File: src/include/fetch_params.svh
// fetch unit constants; XLEN above 32 is untested and class positions must stay within 4:0
`ifndef FETCH_PARAMS_SVH
`define FETCH_PARAMS_SVH

//////////////////////////////
// datapath
//////////////////////////////

// address and pc width
`define XLEN 32

// first pc fetched after reset
`define RESET_VECTOR 32'h00000200

// addi x0, x0, 0 used to fill flushed slots
`define NOP_INSTR 32'h00000013

// 1 allows 16-bit instructions on halfword boundaries
// 0 requires word alignment of every fetch target
`define C_SUPPORTED 1

//////////////////////////////
// control-flow class bits
//////////////////////////////

// jal or jalr that links to x1 or x5
`define CLASS_JAL 4
// jalr through x1 or x5 with no link
`define CLASS_RET 3
// other jalr
`define CLASS_JR 2
// jal without link
`define CLASS_J 1
// conditional branch
`define CLASS_BR 0

`endif

File: src/design/fetch_pkg.sv
// shared fetch types; the word layout assumes RV32 base encodings only
`default_nettype none

package fetch_pkg;

  // standard R-type layout
  // I, S, B, U and J immediates are sliced out of these fields by the user
  typedef struct packed {
    logic [6:0] funct7;
    logic [4:0] rs2;
    logic [4:0] rs1;
    logic [2:0] funct3;
    logic [4:0] rd;
    logic [6:0] opcode;
  } instrFieldsT;

  // two 16-bit parcels as they sit in memory
  // lo holds the parcel at the lower address
  typedef struct packed {
    logic [15:0] hi;
    logic [15:0] lo;
  } instrParcelsT;

  // one fetched word, read either as a full instruction or as parcels
  typedef union packed {
    instrFieldsT  fields;
    instrParcelsT parcels;
  } instrWordT;

endpackage

`default_nettype wire

File: src/design/decompress.sv
// RVC expander for a fixed RV32 subset; c.addi4spn, sp-relative forms and c.ebreak are illegal
`timescale 1ns/1ps
`default_nettype none
`include "fetch_params.svh"

module decompress (
  input  logic [15:0]        parcel,
  output fetch_pkg::instrWordT expanded,
  output logic               illegal
);

  logic [4:0]  rdFull;
  logic [4:0]  rs2Full;
  logic [4:0]  rdPrime;
  logic [4:0]  rs1Prime;
  logic [11:0] ciImm;
  logic [11:0] memImm;
  logic [19:0] jImm;
  logic [6:0]  bImmHi;
  logic [4:0]  bImmLo;

  //////////////////////////////
  // operand and immediate slices
  //////////////////////////////

  assign rdFull   = parcel[11:7];
  assign rs2Full  = parcel[6:2];
  // three-bit register fields map to x8..x15
  assign rdPrime  = {2'b01, parcel[4:2]};
  assign rs1Prime = {2'b01, parcel[9:7]};

  // sign-extended 6-bit immediate of c.addi and c.li
  assign ciImm  = {{6{parcel[12]}}, parcel[12], parcel[6:2]};
  // word offset of c.lw and c.sw
  assign memImm = {5'b0, parcel[5], parcel[12:10], parcel[6], 2'b00};
  // c.j and c.jal offset laid out as instr[31:12] of a jal
  assign jImm   = {parcel[12], parcel[8], parcel[10:9], parcel[6], parcel[7],
                   parcel[2], parcel[11], parcel[5:3], parcel[12], {8{parcel[12]}}};
  // c.beqz and c.bnez offset split as instr[31:25] and instr[11:7]
  assign bImmHi = {{4{parcel[12]}}, parcel[6:5], parcel[2]};
  assign bImmLo = {parcel[11:10], parcel[4:3], parcel[12]};

  //////////////////////////////
  // expansion
  //////////////////////////////

  always_comb begin
    // anything not matched below stays a NOP
    expanded = `NOP_INSTR;
    illegal  = 1'b0;
    case (parcel[1:0])
      2'b00: begin
        case (parcel[15:13])
          // c.lw
          3'b010: expanded = {memImm, rs1Prime, 3'b010, rdPrime, 7'b0000011};
          // c.sw
          3'b110: expanded = {memImm[11:5], rdPrime, rs1Prime, 3'b010,
                              memImm[4:0], 7'b0100011};
          // includes the all-zero parcel
          default: illegal = 1'b1;
        endcase
      end
      2'b01: begin
        case (parcel[15:13])
          // c.addi, rd 0 is the c.nop hint
          3'b000: expanded = {ciImm, rdFull, 3'b000, rdFull, 7'b0010011};
          // c.jal links to x1
          3'b001: expanded = {jImm, 5'd1, 7'b1101111};
          // c.li
          3'b010: expanded = {ciImm, 5'd0, 3'b000, rdFull, 7'b0010011};
          3'b011: begin
            // rd 2 is c.addi16sp and a zero immediate is reserved
            if (rdFull == 5'd2 || {parcel[12], parcel[6:2]} == 6'd0) begin
              illegal = 1'b1;
            end else begin
              expanded = {{14{parcel[12]}}, parcel[12], parcel[6:2], rdFull, 7'b0110111};
            end
          end
          // c.j
          3'b101: expanded = {jImm, 5'd0, 7'b1101111};
          // c.beqz
          3'b110: expanded = {bImmHi, 5'd0, rs1Prime, 3'b000, bImmLo, 7'b1100011};
          // c.bnez
          3'b111: expanded = {bImmHi, 5'd0, rs1Prime, 3'b001, bImmLo, 7'b1100011};
          // ALU group is not in the subset
          default: illegal = 1'b1;
        endcase
      end
      2'b10: begin
        if (parcel[15:13] == 3'b100) begin
          if (rs2Full == 5'd0) begin
            // jr and jalr need a source, x0 here is reserved or c.ebreak
            if (rdFull == 5'd0) begin
              illegal = 1'b1;
            end else if (parcel[12]) begin
              expanded = {12'b0, rdFull, 3'b000, 5'd1, 7'b1100111};
            end else begin
              expanded = {12'b0, rdFull, 3'b000, 5'd0, 7'b1100111};
            end
          end else if (parcel[12]) begin
            // c.add
            expanded = {7'b0, rs2Full, rdFull, 3'b000, rdFull, 7'b0110011};
          end else begin
            // c.mv
            expanded = {7'b0, rs2Full, 5'd0, 3'b000, rdFull, 7'b0110011};
          end
        end else begin
          illegal = 1'b1;
        end
      end
      default: begin
        // full-width word, the upper half is merged outside
        expanded = {16'h0000, parcel};
      end
    endcase
  end

  // every legal result is a base-ISA encoding
  always_comb begin
    if (!illegal) begin
      assert (expanded[1:0] == 2'b11)
        else $error("expansion of %h is not a 32-bit encoding", parcel);
    end
  end

endmodule

`default_nettype wire

File: src/design/fetchDecode.sv
// decode-stage register and instruction class; flushD only acts on a cycle with stallD low
`timescale 1ns/1ps
`default_nettype none
`include "fetch_params.svh"

module fetchDecode (
  input  logic              clk,
  input  logic              rst,
  input  logic              stallD,
  input  logic              flushD,
  input  logic              illegalBaseFaultD,
  input  logic [31:0]       instrIn,
  input  logic [`XLEN-1:0]  pcF,
  input  logic [`XLEN-1:0]  pcPlusF,
  output logic [31:0]       instrD,
  output logic [`XLEN-1:0]  pcD,
  output logic [`XLEN-1:0]  pcLinkD,
  output logic [4:0]        classD,
  output logic              illegalInstrFaultD
);

  import fetch_pkg::*;

  localparam bit cSupported = `C_SUPPORTED;

  instrWordT instrRawD;
  instrWordT expandedD;
  instrWordT instrWordD;
  logic      isCompD;
  logic      illegalExpD;
  logic      illegalCompD;
  logic      isJal;
  logic      isJalr;
  logic      rdLink;
  logic      rs1Link;

  //////////////////////////////
  // decode-stage register
  //////////////////////////////

  always_ff @(posedge clk) begin
    if (rst) begin
      instrRawD <= `NOP_INSTR;
      pcD       <= '0;
      pcLinkD   <= '0;
    end else if (!stallD) begin
      if (flushD) begin
        instrRawD <= `NOP_INSTR;
        pcD       <= '0;
        pcLinkD   <= '0;
      end else begin
        instrRawD <= instrIn;
        pcD       <= pcF;
        // pc+2 or pc+4 is the return address for jal and jalr
        pcLinkD   <= pcPlusF;
      end
    end
  end

  // expand 16-bit parcels
  assign isCompD = instrRawD.parcels.lo[1:0] != 2'b11;

  decompress decomp (
    .parcel   (instrRawD.parcels.lo),
    .expanded (expandedD),
    .illegal  (illegalExpD)
  );

  assign instrWordD = isCompD ? expandedD : instrRawD;
  assign instrD     = instrWordD;

  // any 16-bit parcel is illegal when C is off
  assign illegalCompD       = isCompD & (illegalExpD | ~cSupported);
  assign illegalInstrFaultD = illegalBaseFaultD | illegalCompD;

  //////////////////////////////
  // control-flow class
  //////////////////////////////

  assign isJal   = instrWordD.fields.opcode == 7'h6F;
  assign isJalr  = instrWordD.fields.opcode == 7'h67;
  // x1 and x5 both count as link registers
  assign rdLink  = (instrWordD.fields.rd & 5'h1B) == 5'h01;
  assign rs1Link = (instrWordD.fields.rs1 & 5'h1B) == 5'h01;

  assign classD[`CLASS_JAL] = (isJal | isJalr) & rdLink;
  // a jalr that also links is treated as a call, so classes stay exclusive
  assign classD[`CLASS_RET] = isJalr & rs1Link & ~rdLink;
  assign classD[`CLASS_JR]  = isJalr & ~rs1Link & ~rdLink;
  assign classD[`CLASS_J]   = isJal & ~rdLink;
  assign classD[`CLASS_BR]  = instrWordD.fields.opcode == 7'h63;

endmodule

`default_nettype wire

File: src/design/fetchPipe.sv
// execute and memory registers; pc and link pc advance through a flush, only payload is cleared
`timescale 1ns/1ps
`default_nettype none
`include "fetch_params.svh"

module fetchPipe (
  input  logic              clk,
  input  logic              rst,
  input  logic              stallE,
  input  logic              stallM,
  input  logic              flushE,
  input  logic              flushM,
  input  logic              misalignedE,
  input  logic              pcSrcE,
  input  logic [31:0]       instrD,
  input  logic [`XLEN-1:0]  pcD,
  input  logic [`XLEN-1:0]  pcLinkD,
  input  logic [`XLEN-1:0]  pcTargetE,
  input  logic [4:0]        classD,
  output logic [`XLEN-1:0]  pcE,
  output logic [`XLEN-1:0]  pcLinkE,
  output logic [`XLEN-1:0]  pcM,
  output logic [`XLEN-1:0]  misalignedAdrM,
  output logic [31:0]       instrM,
  output logic [4:0]        instrClassM,
  output logic              misalignedFaultM
);

  import fetch_pkg::*;

  instrWordT  instrE;
  logic [4:0] classE;

  //////////////////////////////
  // execute stage
  //////////////////////////////

  always_ff @(posedge clk) begin
    if (rst) begin
      instrE  <= `NOP_INSTR;
      classE  <= '0;
      pcE     <= '0;
      pcLinkE <= '0;
    end else if (!stallE) begin
      // flushed slot becomes a NOP with no class
      instrE  <= flushE ? `NOP_INSTR : instrD;
      classE  <= flushE ? 5'd0 : classD;
      pcE     <= pcD;
      pcLinkE <= pcLinkD;
    end
  end

  //////////////////////////////
  // memory stage
  //////////////////////////////

  always_ff @(posedge clk) begin
    if (rst) begin
      instrM           <= `NOP_INSTR;
      instrClassM      <= '0;
      pcM              <= '0;
      misalignedFaultM <= 1'b0;
      misalignedAdrM   <= '0;
    end else if (!stallM) begin
      instrM           <= flushM ? `NOP_INSTR : instrE;
      instrClassM      <= flushM ? 5'd0 : classE;
      pcM              <= pcE;
      misalignedFaultM <= flushM ? 1'b0 : misalignedE;
      // keep the last taken target for the trap handler
      if (pcSrcE) begin
        misalignedAdrM <= pcTargetE;
      end
    end
  end

  // class bits from decode must stay exclusive all the way down
  classOneHot: assert property (@(posedge clk) disable iff (rst) $onehot0(instrClassM))
    else $error("instrClassM has more than one bit: %b", instrClassM);

endmodule

`default_nettype wire

File: src/design/fetchUnit.sv
// fetch unit top; no TLB, cache or predictor, memory must return the word at pcF and pulse instrAck
`timescale 1ns/1ps
`default_nettype none
`include "fetch_params.svh"

module fetchUnit (
  input  logic              clk,
  input  logic              rst,
  input  logic              stallF,
  input  logic              stallD,
  input  logic              stallE,
  input  logic              stallM,
  input  logic              flushD,
  input  logic              flushE,
  input  logic              flushM,
  // instruction memory
  input  logic [31:0]       instrIn,
  input  logic              instrAck,
  output logic              instrRead,
  output logic              fetchStall,
  output logic [`XLEN-1:0]  pcF,
  // execute
  input  logic              pcSrcE,
  input  logic [`XLEN-1:0]  pcTargetE,
  output logic [`XLEN-1:0]  pcE,
  output logic [`XLEN-1:0]  pcLinkE,
  output logic              mispredictE,
  // memory
  input  logic              retM,
  input  logic              trapM,
  input  logic [`XLEN-1:0]  privilegedNextPcM,
  output logic [31:0]       instrD,
  output logic [31:0]       instrM,
  output logic [`XLEN-1:0]  pcM,
  output logic [4:0]        instrClassM,
  // faults
  input  logic              illegalBaseFaultD,
  output logic              illegalInstrFaultD,
  output logic              misalignedFaultM,
  output logic [`XLEN-1:0]  misalignedAdrM
);

  logic [`XLEN-1:0] pcPlusF;
  logic [`XLEN-1:0] pcD;
  logic [`XLEN-1:0] pcLinkD;
  logic [4:0]       classD;
  logic             misalignedE;

  pcSelect pcSel (
    .clk(clk), .rst(rst), .stallF(stallF), .instrAck(instrAck),
    .pcSrcE(pcSrcE), .retM(retM), .trapM(trapM), .instrIn(instrIn),
    .pcTargetE(pcTargetE), .pcLinkE(pcLinkE), .privilegedNextPcM(privilegedNextPcM),
    .pcF(pcF), .pcPlusF(pcPlusF), .instrRead(instrRead), .fetchStall(fetchStall),
    .mispredictE(mispredictE), .misalignedE(misalignedE)
  );

  fetchDecode dec (
    .clk(clk), .rst(rst), .stallD(stallD), .flushD(flushD),
    .illegalBaseFaultD(illegalBaseFaultD), .instrIn(instrIn), .pcF(pcF),
    .pcPlusF(pcPlusF), .instrD(instrD), .pcD(pcD), .pcLinkD(pcLinkD),
    .classD(classD), .illegalInstrFaultD(illegalInstrFaultD)
  );

  fetchPipe pipe (
    .clk(clk), .rst(rst), .stallE(stallE), .stallM(stallM), .flushE(flushE),
    .flushM(flushM), .misalignedE(misalignedE), .pcSrcE(pcSrcE), .instrD(instrD),
    .pcD(pcD), .pcLinkD(pcLinkD), .pcTargetE(pcTargetE), .classD(classD),
    .pcE(pcE), .pcLinkE(pcLinkE), .pcM(pcM), .misalignedAdrM(misalignedAdrM),
    .instrM(instrM), .instrClassM(instrClassM), .misalignedFaultM(misalignedFaultM)
  );

endmodule

`default_nettype wire

File: src/design/pcSelect.sv
// pc generation; the pc only moves on an ack or while no read is pending, so redirects need one
`timescale 1ns/1ps
`default_nettype none
`include "fetch_params.svh"

module pcSelect (
  input  logic              clk,
  input  logic              rst,
  input  logic              stallF,
  input  logic              instrAck,
  input  logic              pcSrcE,
  input  logic              retM,
  input  logic              trapM,
  input  logic [31:0]       instrIn,
  input  logic [`XLEN-1:0]  pcTargetE,
  input  logic [`XLEN-1:0]  pcLinkE,
  input  logic [`XLEN-1:0]  privilegedNextPcM,
  output logic [`XLEN-1:0]  pcF,
  output logic [`XLEN-1:0]  pcPlusF,
  output logic              instrRead,
  output logic              fetchStall,
  output logic              mispredictE,
  output logic              misalignedE
);

  localparam bit cSupported = `C_SUPPORTED;

  logic              rstQ;
  logic              readEn;
  logic              privChangeM;
  logic              compressedF;
  logic              misaligned;
  logic              pcEn;
  logic [`XLEN-3:0]  pcPlusUpperF;
  logic [`XLEN-1:0]  pcCorrectE;
  logic [`XLEN-1:0]  unalignedNextF;
  logic [`XLEN-1:0]  pcNextF;

  //////////////////////////////
  // reset and memory request
  //////////////////////////////

  // delayed reset picks the reset vector in the first cycle out of reset
  always_ff @(posedge clk) begin
    rstQ <= rst;
  end

  // read starts once reset is gone and then stays on
  always_ff @(posedge clk) begin
    if (rst) begin
      readEn <= 1'b0;
    end else begin
      readEn <= 1'b1;
    end
  end

  assign instrRead  = readEn;
  // waiting on memory
  assign fetchStall = instrRead & ~instrAck;

  //////////////////////////////
  // next pc
  //////////////////////////////

  // no predictor here so every taken branch is a mispredict
  assign mispredictE = pcSrcE;
  // fall-through target is the link pc when not taken
  assign pcCorrectE  = pcSrcE ? pcTargetE : pcLinkE;
  assign privChangeM = retM | trapM;

  always_comb begin
    if (rstQ) begin
      unalignedNextF = `RESET_VECTOR;
    end else if (privChangeM) begin
      unalignedNextF = privilegedNextPcM;
    end else if (mispredictE) begin
      unalignedNextF = pcCorrectE;
    end else begin
      unalignedNextF = pcPlusF;
    end
  end

  // instructions sit on halfword boundaries at least
  assign pcNextF = {unalignedNextF[`XLEN-1:1], 1'b0};

  // low bits 11 mean a full 32-bit word
  assign compressedF  = cSupported & (instrIn[1:0] != 2'b11);
  assign pcPlusUpperF = pcF[`XLEN-1:2] + (`XLEN-2)'(1);

  // +2 from an odd halfword carries into the upper bits
  always_comb begin
    if (compressedF) begin
      if (pcF[1]) begin
        pcPlusF = {pcPlusUpperF, 2'b00};
      end else begin
        pcPlusF = {pcF[`XLEN-1:2], 2'b10};
      end
    end else begin
      pcPlusF = {pcPlusUpperF, pcF[1:0]};
    end
  end

  // halfword targets are fine with C, otherwise words only
  assign misaligned  = cSupported ? unalignedNextF[0] : |unalignedNextF[1:0];
  assign misalignedE = misaligned & pcSrcE;

  // pc register
  assign pcEn = ~stallF & ~fetchStall;

  always_ff @(posedge clk) begin
    if (rst) begin
      pcF <= `RESET_VECTOR;
    end else if (pcEn) begin
      pcF <= pcNextF;
    end
  end

  pcHalfAligned: assert property (@(posedge clk) disable iff (rst) pcF[0] == 1'b0)
    else $error("pcF has bit 0 set: %h", pcF);

endmodule

`default_nettype wire

File: config.mk
export PLATFORM = sky130hd
export DESIGN_NAME = fetchUnit
export DESIGN_NICKNAME = d
export VERILOG_FILES = /design/src/design/fetch_pkg.sv /design/src/design/decompress.sv /design/src/design/fetchDecode.sv /design/src/design/fetchPipe.sv /design/src/design/fetchUnit.sv /design/src/design/pcSelect.sv
export VERILOG_INCLUDE_DIRS = /design/src /design/src/include
export SDC_FILE = /design/constraint.sdc
export NUM_CORES = 1
export LEC_CHECK = 0
export BUFFER_PORTS_ARGS = -buffer_cell sky130_fd_sc_hd__buf_2
export CAP_MARGIN = 0
export CORE_MARGIN = 2
export CORE_UTILIZATION = 50
export DETAILED_ROUTE_END_ITERATION = 8
export GPL_TIMING_DRIVEN = 0
export PLACE_DENSITY = 0.82
export SYNTH_ARGS = -nofsm -noshare
export SYNTH_HDL_FRONTEND = slang
export SYNTH_HIERARCHICAL = 1
export SYNTH_SLANG_ARGS = --single-unit
File: constraint.sdc
create_clock -name clk -period 3.35 [get_ports clk]
set_input_delay 0.67 -clock clk [delete_from_list [all_inputs] [get_ports clk]]
set_output_delay 0.67 -clock clk [all_outputs]
set_load 0.01 [all_outputs]
==> run_results.csv, run 1 <==
group,metric,value,unit
run_status,run_status,"complete, but fails checks",
run_status,failed_checks,"setup timing",
worst_setup_path,critical_path_cell_count,6,
clock_network,cts-htree-levels,2,
logic_synthesis,flip_flop_and_latch_count_after_synthesis,332,
worst_setup_path,worst_path_cell_trace,"or4_4 > o2111a_1 > o21a_1 > a221o_1 > mux2_4 > buf_6",
clock_network,clk-insertion-delay-late,540,ps
timing,period_needed,3410,ps
power_and_ir_drop,pwr_density_cell,476,nW/um^2
floorplanning,floorplan.initialDensity,0.507,
worst_setup_path,path_delay_family,"compound AO/OA/AOI/OAI gates",
timing,tightestPinTransition,1110,ps
timing,setup_tns,-117,ps
place,detailedPlacementHpwl,45.7,mm
logic_synthesis,synth.lib_cells_used.distinct,85,
worst_setup_path,cp-start-kind,"flip-flop",
logic_synthesis,synth_warnings,6,
timing,rsz_0062_raised_after_global_routing,"yes",
grt,gr-total-overflow,0,
clock_network,clock_tree_from_tritoncts,"yes",
grt,first_global_vias,15000,
logic_synthesis,synth_enable_flop_cells,0,
clock_network,cts.root.buffer_cell,"sky130_fd_sc_hd__clkbuf_16",
drt,routedWlPerCell,23.6,microns
worst_hold_path,hold_depth,3,
grt,grt_use_met1,0.467,
timing,final_setup_violation_count,3,
worst_setup_path,cp_max_fo,3,
clock_network,tritoncts_buffer_count,37,
grt,use_met3,0.0891,
drt,route.final.wire_length,60.6,mm
worst_setup_path,worst_path_max_delay_cell,"sky130_fd_sc_hd__or4_4",
logic_synthesis,yosys-top-cells-area,"sky130_fd_sc_hd__dfxtp_1 43%, sky130_fd_sc_hd__mux2i_1 6.7%, sky130_fd_sc_hd__nor2_1 5.7%, sky130_fd_sc_hd__a22oi_1 4.7%, sky130_fd_sc_hd__nand2b_1 3.3%",
drt,vias_per_cell,6.13,
worst_setup_path,worst-r2r-setup-slack,450,ps
floorplanning,chipHeight,180,microns
place,buffer_ports.inserted,338,
floorplanning,die_w,180,microns
floorplanning,rows,64,
grt,grt.busiest_layer,"met2",
power_and_ir_drop,cellLeakagePower,0.00825,uW
worst_setup_path,crit_arrival,2740,ps
worst_setup_path,critPathCaptureType,"primary output",
timing,relSlewSlack,0.254,
logic_synthesis,synth.top_cell.area_share,0.430,
timing,finalCritPeriodShare,1.02,
drt,violation_count_after_the_first_detailed_routing_iteration,2008,
worst_setup_path,worst-path-buf-inv,1,
logic_synthesis,yosysSeqAreaShare,0.430,
logic_synthesis,synth_top_cell_by_area,"sky130_fd_sc_hd__dfxtp_1",
timing,timing.final.max_slew_violations,0,
logic_synthesis,synth_top_cells_by_count,"332 x sky130_fd_sc_hd__dfxtp_1, 234 x sky130_fd_sc_hd__nor2_1, 128 x sky130_fd_sc_hd__nand2_1",
grt,track_usage,0.357,
logic_synthesis,syn-instance-count,1743,
grt,grtUsageMet2,0.558,
floorplanning,design.die.area,32400,sq um
clock_network,cts.sink_count,332,
drt,vias,15700,
logic_synthesis,synthArstFlopShare,0,
worst_setup_path,cp.required,2680,ps
drt,detail_route.drc_violations,0,
floorplanning,design.core.area,30500,sq um
worst_hold_path,min-delay-path-class,"primary input to flip-flop",
grt,grt_max_degree,15,
flow_run,cap_violations,0,
worst_setup_path,timing.reg2reg.worst_path_depth,6,
logic_synthesis,yosys_most_used_dff,"sky130_fd_sc_hd__dfxtp_1",
timing,timing.clock.skew,24.9,ps
logic_synthesis,syn-mean-instance-area,8.88,sq um
timing,timing_hold_violations_final,0,
logic_synthesis,yosysMostFrequentCell,"sky130_fd_sc_hd__dfxtp_1",
logic_synthesis,syn-cell-area,15500,sq um
worst_setup_path,critPathKind,"flip-flop to primary output",
grt,initial_antenna_violation_count,0,
timing,final.setup.worst_slack,-64.6,ps
clock_network,max-clock-path-buffers,3,
cells_and_area,antenna-diode-count,0,
power_and_ir_drop,vdd_ir_drop_max,0.382,mV
cells_and_area,area_delta_synth_final,24.8,%
cells_and_area,layout-drive-gt1-share,0.284,
timing,fmax,293,MHz
place,final_estimated_routing_congestion_in_global_placement,1.04,
clock_network,worst_path_clk_slew,60,ps
drt,drt_pre_antenna_iters,6,
cells_and_area,final_net_count,2254,
cells_and_area,fin_util,0.633,
drt,drt.antenna.violating_nets,0,
grt,wire_length_of_the_first_global_routing_pass,90.8,mm
worst_setup_path,worst_path_largest_cell_delay,560,ps
floorplanning,num_io_pins,344,
==> logic make-up after synthesis <==
group | Yosys count | synth area share
other cells | 2 | 0.000485
xor+xnor | 29 | 0.0169
buf+inv | 212 | 0.0708
flops | 332 | 0.430
compound gates | 400 | 0.181
mux | 134 | 0.0900
fa+ha+maj | 1 | 0.000809
simple gates | 633 | 0.210
==> cells in the final DEF (no fill, tap or decap), drive strengths merged, types with 11 or more instances in the layout <==
master,instances
and3,11
clkbuf,110
nand4bb,32
nand4,13
mux2i,106
nand2b,82
mux2,28
o22ai,40
clkinv,11
nor2,234
nand3,34
nand2,129
buf,458
o21ai,69
inv,55
nor3,23
o32ai,38
a21o,11
dfxtp,332
a21oi,53
nor4,19
xnor2,19
a22oi,96
==> flip-flops by register name (all words and copies together), names as in the netlist <==
register	count
pipe/classE	5
pipe/misalignedFaultM	1
pipe/misalignedAdrM	32
dec/pcD	32
pcSel/pcF	31
pcSel/instrRead	1
pipe/pcLinkE	32
dec/instrRawD	32
pipe/pcE	32
pipe/instrClassM	5
pcSel/rstQ	1
dec/pcLinkD	32
pipe/instrE	32
pipe/pcM	32
pipe/instrM	32
==> worst reg2reg max path, delay by kind of cell, from the launching register on <==
kind                     cells  cell delay [ps]
AND/OR/NAND/NOR              4             1760
adder cells (fa/ha/maj)      1              310
AO/OA/AOI/OAI                1              130
flip-flops                   1              600
==> cell type report <==
cell class | instances | area (sq um)
repair buffers | 361 | 1890
clock inverters | 15 | 186
well taps | 396 | 495
inverters | 54 | 203
plain buffers | 156 | 915
flip-flops and latches | 332 | 6680
clock buffers | 52 | 1030
fillers | 2631 | 11200
multi-input cells | 1201 | 7910
==> stage by stage <==
stage | setup WS (ps) | power, uW | hold slack, ps | instances | cell area (sq um)
final | -64.6 | 9190 | 377 | 2567 | 19300
after global routing | -91.8 | 9440 | 377 | 2567 | 19300
after CTS | -62.9 | 9160 | 365 | 2556 | 19100
after detailed placement | -120 | 5140 | 454 | 2479 | 17700
after global placement | -207 | 5130 | 451 | 2479 | 17700
after floorplan | 693 | 4730 | 440 | 1745 | 15500
==> power by group <==
| group | switching (uW) | internal (uW) |
|---|---|---|
| Sequential | 100 | 4020 |
| Clock | 1710 | 2340 |
| Combinational | 633 | 382 |
==> repair_timing <==
item                       CTS  global route
setup endpoints to repair   31            22
setup buffers               11            12
gates resized for setup     50            38
pin swaps                    3            13
hold buffers                 0             0
==> path summary, 6_finish.rpt <==
check                                                            end                            startpoint
worst max-delay path                                       instrD[7]         dec/instrRawD[2]$_SDFFE_PP0N_
worst min-delay path                  dec/instrRawD[14]$_SDFFE_PP0N_                           instrIn[14]
worst max register to register            pcSel/pcF[20]$_SDFFE_PP0P_             pcSel/pcF[3]$_SDFFE_PP0P_
worst min register to register  pipe/misalignedAdrM[28]$_SDFFE_PP0P_  pipe/misalignedAdrM[28]$_SDFFE_PP0P_
==> layer usage <==
| metal | vias up | part of all wire |
|---|---|---|
| met5 | - | 0 |
| met4 | 0 | 0.051 |
| met3 | 190 | 0.11 |
| met2 | 1072 | 0.44 |
| met1 | 7432 | 0.40 |
| li1 | 7032 | - |
(Power assumes the default switching activity.)
==> run 2, diff against run 1 <==
--- a/config.mk
+++ b/config.mk
@@ -12,6 +12,7 @@
 export CORE_UTILIZATION = 50
 export DETAILED_ROUTE_END_ITERATION = 8
 export GPL_TIMING_DRIVEN = 0
+export MAX_ROUTING_LAYER = met4
 export PLACE_DENSITY = 0.82
 export SYNTH_ARGS = -nofsm -noshare
 export SYNTH_HDL_FRONTEND = slang
==> run 2 against run 1 <==
  * The run still ends with setup timing left
  * Final cell count about the same
  * Flip-flop and latch count unchanged
  * Total power up 1.5%
  * Via count down 0.18%
  * Critical path type unchanged
  * Largest power group is now the clock network
==> run_results.csv, run 2 (same netlist as run 1, synthesis figures left out) <==
group,metric,value,unit
timing,rsz_0062_raised_after_global_routing,"yes",
timing,relSlewSlack,0.164,
worst_setup_path,cp-start-kind,"flip-flop",
worst_setup_path,crit_arrival,2770,ps
place,buffer_ports.inserted,338,
clock_network,clock_tree_from_tritoncts,"yes",
worst_hold_path,min-delay-path-class,"primary input to flip-flop",
place,final_estimated_routing_congestion_in_global_placement,1.04,
grt,wire_length_of_the_first_global_routing_pass,90.9,mm
drt,route.final.wire_length,61.0,mm
grt,gr-total-overflow,0,
clock_network,clk-insertion-delay-late,540,ps
timing,timing.final.max_slew_violations,0,
clock_network,max-clock-path-buffers,3,
clock_network,cts.root.buffer_cell,"sky130_fd_sc_hd__clkbuf_16",
worst_setup_path,timing.reg2reg.worst_path_depth,7,
run_status,run_status,"complete, but fails checks",
floorplanning,rows,64,
floorplanning,floorplan.initialDensity,0.507,
grt,track_usage,0.370,
drt,drt.antenna.violating_nets,0,
floorplanning,num_io_pins,344,
cells_and_area,final_cell_area,19300,sq um
cells_and_area,multi_input_area,7890,sq um
cells_and_area,layout-drive-gt1-share,0.282,
cells_and_area,commonest_non_fill_non_tap_cell_in_the_layout,"sky130_fd_sc_hd__buf_2",
grt,grt_max_degree,15,
clock_network,cts-htree-levels,2,
drt,drt_pre_antenna_iters,5,
timing,final.setup.worst_slack,-88.7,ps
cells_and_area,area.sequential,6680,sq um
power_and_ir_drop,vdd_ir_drop_max,0.427,mV
drt,routedWlPerCell,23.8,microns
drt,detail_route.drc_violations,0,
worst_setup_path,critPathKind,"flip-flop to primary output",
grt,initial_antenna_violation_count,3,
clock_network,holdBufCountCts,0,
timing,fmax,291,MHz
place,dpl.cell_count,2479,
cells_and_area,instances_no_fill,2566,
grt,first_global_vias,15000,
drt,vias,15700,
power_and_ir_drop,cellLeakagePower,0.00824,uW
worst_hold_path,hold_depth,3,
cells_and_area,final_cell_mix,"388 x sky130_fd_sc_hd__buf_2, 321 x sky130_fd_sc_hd__dfxtp_1, 233 x sky130_fd_sc_hd__nor2_1, 127 x sky130_fd_sc_hd__nand2_1, 103 x sky130_fd_sc_hd__mux2i_1",
place,preCtsSetupSlack,-163,ps
drt,violation_count_after_the_first_detailed_routing_iteration,1635,
timing,tightestPinTransition,1240,ps
timing,timing.clock.skew,12.3,ps
timing,timing_hold_violations_final,0,
place,detailedPlacementHpwl,46.4,mm
floorplanning,chipHeight,180,microns
floorplanning,design.die.area,32400,sq um
timing,final_setup_violation_count,3,
run_status,failed_checks,"setup timing",
worst_setup_path,worst-r2r-setup-slack,260,ps
cells_and_area,layout.filler_cells,2568,
floorplanning,die_w,180,microns
clock_network,tritoncts_buffer_count,36,
clock_network,cts.sink_count,332,
place,placedInstanceArea,17700,sq um
flow_run,cap_violations,0,
worst_setup_path,cp_max_fo,4,
cells_and_area,area_delta_synth_final,24.7,%
worst_setup_path,critPathCaptureType,"primary output",
timing,finalCritPeriodShare,1.03,
worst_setup_path,cp.required,2680,ps
drt,vias_per_cell,6.12,
power_and_ir_drop,pwr_density_cell,483,nW/um^2
cells_and_area,final_net_count,2252,
timing,period_needed,3440,ps
floorplanning,design.core.area,30500,sq um
clock_network,worst_path_clk_slew,70,ps
-- run 2: cell count changes in the layout (fill, tap and decap cells not counted), sizes merged, moves of 3 or more --
cell / before / now
diode: 0 / 3
clkinv: 11 / 6
buf: 458 / 455
bufinv: 2 / 5
-- run 2: final timing paths --
| check | start | to |
|---|---|---|
| worst max register to register | pcSel/pcF[3]$_SDFFE_PP0P_ | dec/pcLinkD[22]$_SDFFE_PP0N_ |
| worst min-delay path | instrIn[20] | dec/instrRawD[20]$_SDFFE_PP0N_ |
| worst max-delay path | dec/instrRawD[3]$_SDFFE_PP0N_ | instrD[7] |
| worst min register to register | pipe/misalignedAdrM[15]$_SDFFE_PP0P_ | pipe/misalignedAdrM[15]$_SDFFE_PP0P_ |
-- run 2: report_power, final --
group	total, uW	switching [uW]	internal (uW)
combinational	1010	629	377
clock	4200	1700	2500
sequential	4120	102	4020
total	9330	2430	6900
-- run 2: routing by layer --
| layer | global-route usage | share of wire | vias up |
|---|---|---|---|
| li1 | - | - | 7048 |
| met3 | 0.0681 | 0.098 | 213 |
| met2 | 0.571 | 0.45 | 995 |
| met5 | - | 0 | - |
| met4 | 0.164 | 0.050 | 0 |
| met1 | 0.475 | 0.41 | 7442 |
-- run 2: what timing repair did --
item,4_1_cts,5_1_grt
endpoints found under the setup margin,32,26
gates resized for setup,47,33
setup buffers,11,10
pin swaps,7,11
-- run 2: critical path: stages, from the launching register on --
cell                       delay (ps)
sky130_fd_sc_hd__dfxtp_4          360
sky130_fd_sc_hd__or4_4            570
sky130_fd_sc_hd__o2111a_2         300
sky130_fd_sc_hd__o21a_1           190
sky130_fd_sc_hd__a221o_1          380
sky130_fd_sc_hd__mux2_4           310
sky130_fd_sc_hd__buf_6            120
-- run 2: cell type report --
cell class,count,area share
antenna,3,0.000389
multi-input combinational,1201,0.409
timing repair buffer,359,0.0972
clock buffer,49,0.0518
buffer,157,0.0475
tap,396,0.0257
inverter,54,0.0105
sequential,332,0.346
clock inverter,15,0.0122
-- run 2: per-stage QoR --
step                      total power, uW  setup TNS [ps]  hold WS, ps  utilization
after floorplan                      4730               0          440            -
after global placement               5140           -1160          451        0.579
after detailed placement             5140            -283          455        0.579
after CTS                            9300            -190          349        0.626
after global routing                 9560            -431          372        0.632
final                                9330            -100          358        0.632
==> run 3, diff against run 2 <==
--- a/config.mk
+++ b/config.mk
@@ -6,10 +6,12 @@
 export SDC_FILE = /design/constraint.sdc
 export NUM_CORES = 1
 export LEC_CHECK = 0
+export ABC_AREA = 1
 export BUFFER_PORTS_ARGS = -buffer_cell sky130_fd_sc_hd__buf_2
 export CAP_MARGIN = 0
 export CORE_MARGIN = 2
 export CORE_UTILIZATION = 50
+export CTS_BUF_LIST = sky130_fd_sc_hd__clkbuf_8
 export DETAILED_ROUTE_END_ITERATION = 8
 export GPL_TIMING_DRIVEN = 0
 export MAX_ROUTING_LAYER = met4
==> run 3 against run 2 <==
  * Cell area decreased by 3.2%
  * The run now ends clean
  * Flip-flop and latch count unchanged
  * Clock power decreased by 14%
  * Register-to-register slack improved by 650 ps
  * Sequential power increased by 3%
==> run_results.csv, run 3 <==
group,metric,value,unit
logic_synthesis,synth_enable_flop_cells,0,
floorplanning,rows,64,
timing,timing.final.max_slew_violations,0,
drt,violation_count_after_the_first_detailed_routing_iteration,1404,
floorplanning,design.die.area,32100,sq um
floorplanning,num_io_pins,344,
logic_synthesis,synth_warnings,6,
timing,whs,311,ps
logic_synthesis,synthArstFlopShare,0,
cells_and_area,layout-drive-gt1-share,0.216,
logic_synthesis,yosysMostFrequentCell,"sky130_fd_sc_hd__nand2_1",
cells_and_area,final_cell_mix,"751 x sky130_fd_sc_hd__nand2_1, 378 x sky130_fd_sc_hd__buf_2, 358 x sky130_fd_sc_hd__nor2_1, 330 x sky130_fd_sc_hd__dfxtp_1, 199 x sky130_fd_sc_hd__a21oi_1",
cells_and_area,area_delta_synth_final,21.8,%
logic_synthesis,syn-cell-area,15300,sq um
power_and_ir_drop,vdd_ir_drop_max,0.249,mV
power_and_ir_drop,finalPower,8910,uW
cells_and_area,layout.filler_cells,2841,
clock_network,cts.sink_count,332,
logic_synthesis,flip_flop_and_latch_count_after_synthesis,332,
grt,grt_max_degree,16,
timing,timing.clock.skew,17.0,ps
logic_synthesis,yosys-top-cells-area,"sky130_fd_sc_hd__dfxtp_1 43%, sky130_fd_sc_hd__nand2_1 18%, sky130_fd_sc_hd__nor2_1 8.8%, sky130_fd_sc_hd__a21oi_1 6.5%, sky130_fd_sc_hd__o21ai_0 4.0%",
logic_synthesis,synth.lib_cells_used.distinct,51,
clock_network,tritoncts_buffer_count,53,
power_and_ir_drop,pwr_density_cell,477,nW/um^2
drt,drt_pre_antenna_iters,6,
logic_synthesis,syn-mean-instance-area,6.77,sq um
grt,gr-total-overflow,0,
cells_and_area,final_cell_area,18700,sq um
drt,detail_route.drc_violations,0,
grt,first_global_vias,15000,
floorplanning,die_w,179,microns
logic_synthesis,synth_top_cell_by_area,"sky130_fd_sc_hd__dfxtp_1",
worst_setup_path,crit_arrival,2570,ps
timing,period_needed,3240,ps
floorplanning,design.core.area,30400,sq um
floorplanning,floorplan.initialDensity,0.504,
grt,track_usage,0.332,
cells_and_area,multi_input_area,7420,sq um
clock_network,max-clock-path-buffers,3,
place,placedInstanceArea,17500,sq um
logic_synthesis,yosysSeqAreaShare,0.434,
timing,finalCritPeriodShare,0.967,
logic_synthesis,synth_top_cells_by_count,"751 x sky130_fd_sc_hd__nand2_1, 361 x sky130_fd_sc_hd__nor2_1, 332 x sky130_fd_sc_hd__dfxtp_1",
clock_network,worst_path_clk_slew,60,ps
timing,setup_tns,0,ps
logic_synthesis,yosys_most_used_dff,"sky130_fd_sc_hd__dfxtp_1",
worst_setup_path,critPathKind,"flip-flop to primary output",
cells_and_area,commonest_non_fill_non_tap_cell_in_the_layout,"sky130_fd_sc_hd__nand2_1",
grt,wire_length_of_the_first_global_routing_pass,80.4,mm
clock_network,cts-htree-levels,2,
flow_run,cap_violations,0,
grt,use_met3,0.0483,
drt,drt.antenna.violating_nets,0,
cells_and_area,area.sequential,6650,sq um
worst_setup_path,cp.required,2680,ps
floorplanning,chipHeight,179,microns
logic_synthesis,syn-instance-count,2266,
timing,relSlewSlack,0.356,
clock_network,cts.root.buffer_cell,"sky130_fd_sc_hd__clkbuf_8",
worst_setup_path,critPathCaptureType,"primary output",
timing,tightestPinTransition,958,ps
clock_network,clock_tree_from_tritoncts,"yes",
grt,initial_antenna_violation_count,1,
drt,route.final.wire_length,53.5,mm
place,detailedPlacementHpwl,41.8,mm
drt,vias_per_cell,5.23,
run_status,run_status,"finished, final reports clean",
drt,routedWlPerCell,17.3,microns
cells_and_area,instances_no_fill,3098,
grt,grt.busiest_layer,"met2",
cells_and_area,final_net_count,2770,
worst_hold_path,min-delay-path-class,"primary input to flip-flop",
place,buffer_ports.inserted,336,
worst_setup_path,cp_max_fo,8,
power_and_ir_drop,cellLeakagePower,0.00877,uW
timing,fmax,309,MHz
worst_setup_path,cp-start-kind,"flip-flop",
grt,grtUsageMet2,0.523,
clock_network,holdBufCountCts,0,
timing,timing_hold_violations_final,0,
place,final_estimated_routing_congestion_in_global_placement,0.970,
grt,grt_use_met1,0.442,
place,dpl.cell_count,3000,
drt,vias,16200,
logic_synthesis,synth.top_cell.area_share,0.434,
clock_network,clk-insertion-delay-late,600,ps
timing,final_setup_violation_count,0,
run 3: power by group:
part	total [uW]	internal (uW)	switching, uW
Sequential	4230	4090	136
Clock	3610	1970	1640
Combinational	1080	377	703
run 3: layer usage:
metal | wire length [microns] | part of all wire | vias up
met3 | 4640 | 0.087 | 87
met4 | 1390 | 0.026 | 0
met1 | 23300 | 0.44 | 7423
li1 | - | - | 7924
met5 | 0 | 0 | -
met2 | 24100 | 0.45 | 778
run 3: final timing paths:
path / from / endpoint / slack [ps] / depth (start not counted)
max reg2reg: dec/instrRawD[2]$_SDFFE_PP0N_ / pipe/classE[2]$_SDFFE_PP0N_ / 910 / 14
min reg2reg: pipe/instrE[31]$_SDFFE_PP0N_ / pipe/instrM[31]$_SDFFE_PP0N_ / 460 / 2
min: instrIn[7] / dec/instrRawD[7]$_SDFFE_PP0N_ / 310 / 3
max: dec/instrRawD[2]$_SDFFE_PP0N_ / instrD[5] / 110 / 9
run 3: final cells by class:
cell class | instances | area share
Multi-Input combinational cell | 1666 | 0.397
Buffer | 137 | 0.0422
Timing Repair Buffer | 336 | 0.0901
Clock buffer | 74 | 0.0546
Inverter | 133 | 0.0270
Clock inverter | 22 | 0.00603
Antenna cell | 2 | 0.000268
Sequential cell | 332 | 0.356
Tap cell | 396 | 0.0265
run 3: timing repair:
item | in CTS | in global routing
buffers inserted | 0 | 0
resized for setup | 0 | 8
endpoints found under the setup margin | 0 | 7
run 3: logic make-up after synthesis:
kind of cell,after synthesis,share of synthesized area
xor gates and xnor gates,13,0.00890
adders and majority gates,1,0.000816
other,2,0.000490
DFF,332,0.434
and+or+nand+nor,1301,0.355
buffers and inverters,270,0.0843
AOI/OAI and AO/OA,347,0.117
run 3: metrics by stage:
stage	util	setup slack [ps]
2_1_floorplan	-	1340
3_3_place_gp	0.576	545
3_5_place_dp	0.576	537
4_1_cts	0.613	27.4
5_1_grt	0.613	-17.9
6_report	0.614	112
run 3: critical path, stage by stage (launching register included):
cell and delay (ps):
sky130_fd_sc_hd__dfxtp_1 620, sky130_fd_sc_hd__nor2_1 160, sky130_fd_sc_hd__nand3_1 190, sky130_fd_sc_hd__nand3_4 120, sky130_fd_sc_hd__nor2_4 210, sky130_fd_sc_hd__nor2_1 90, sky130_fd_sc_hd__nor2_2 160, sky130_fd_sc_hd__nand2_1 80
sky130_fd_sc_hd__nand2_1 150, sky130_fd_sc_hd__buf_2 180
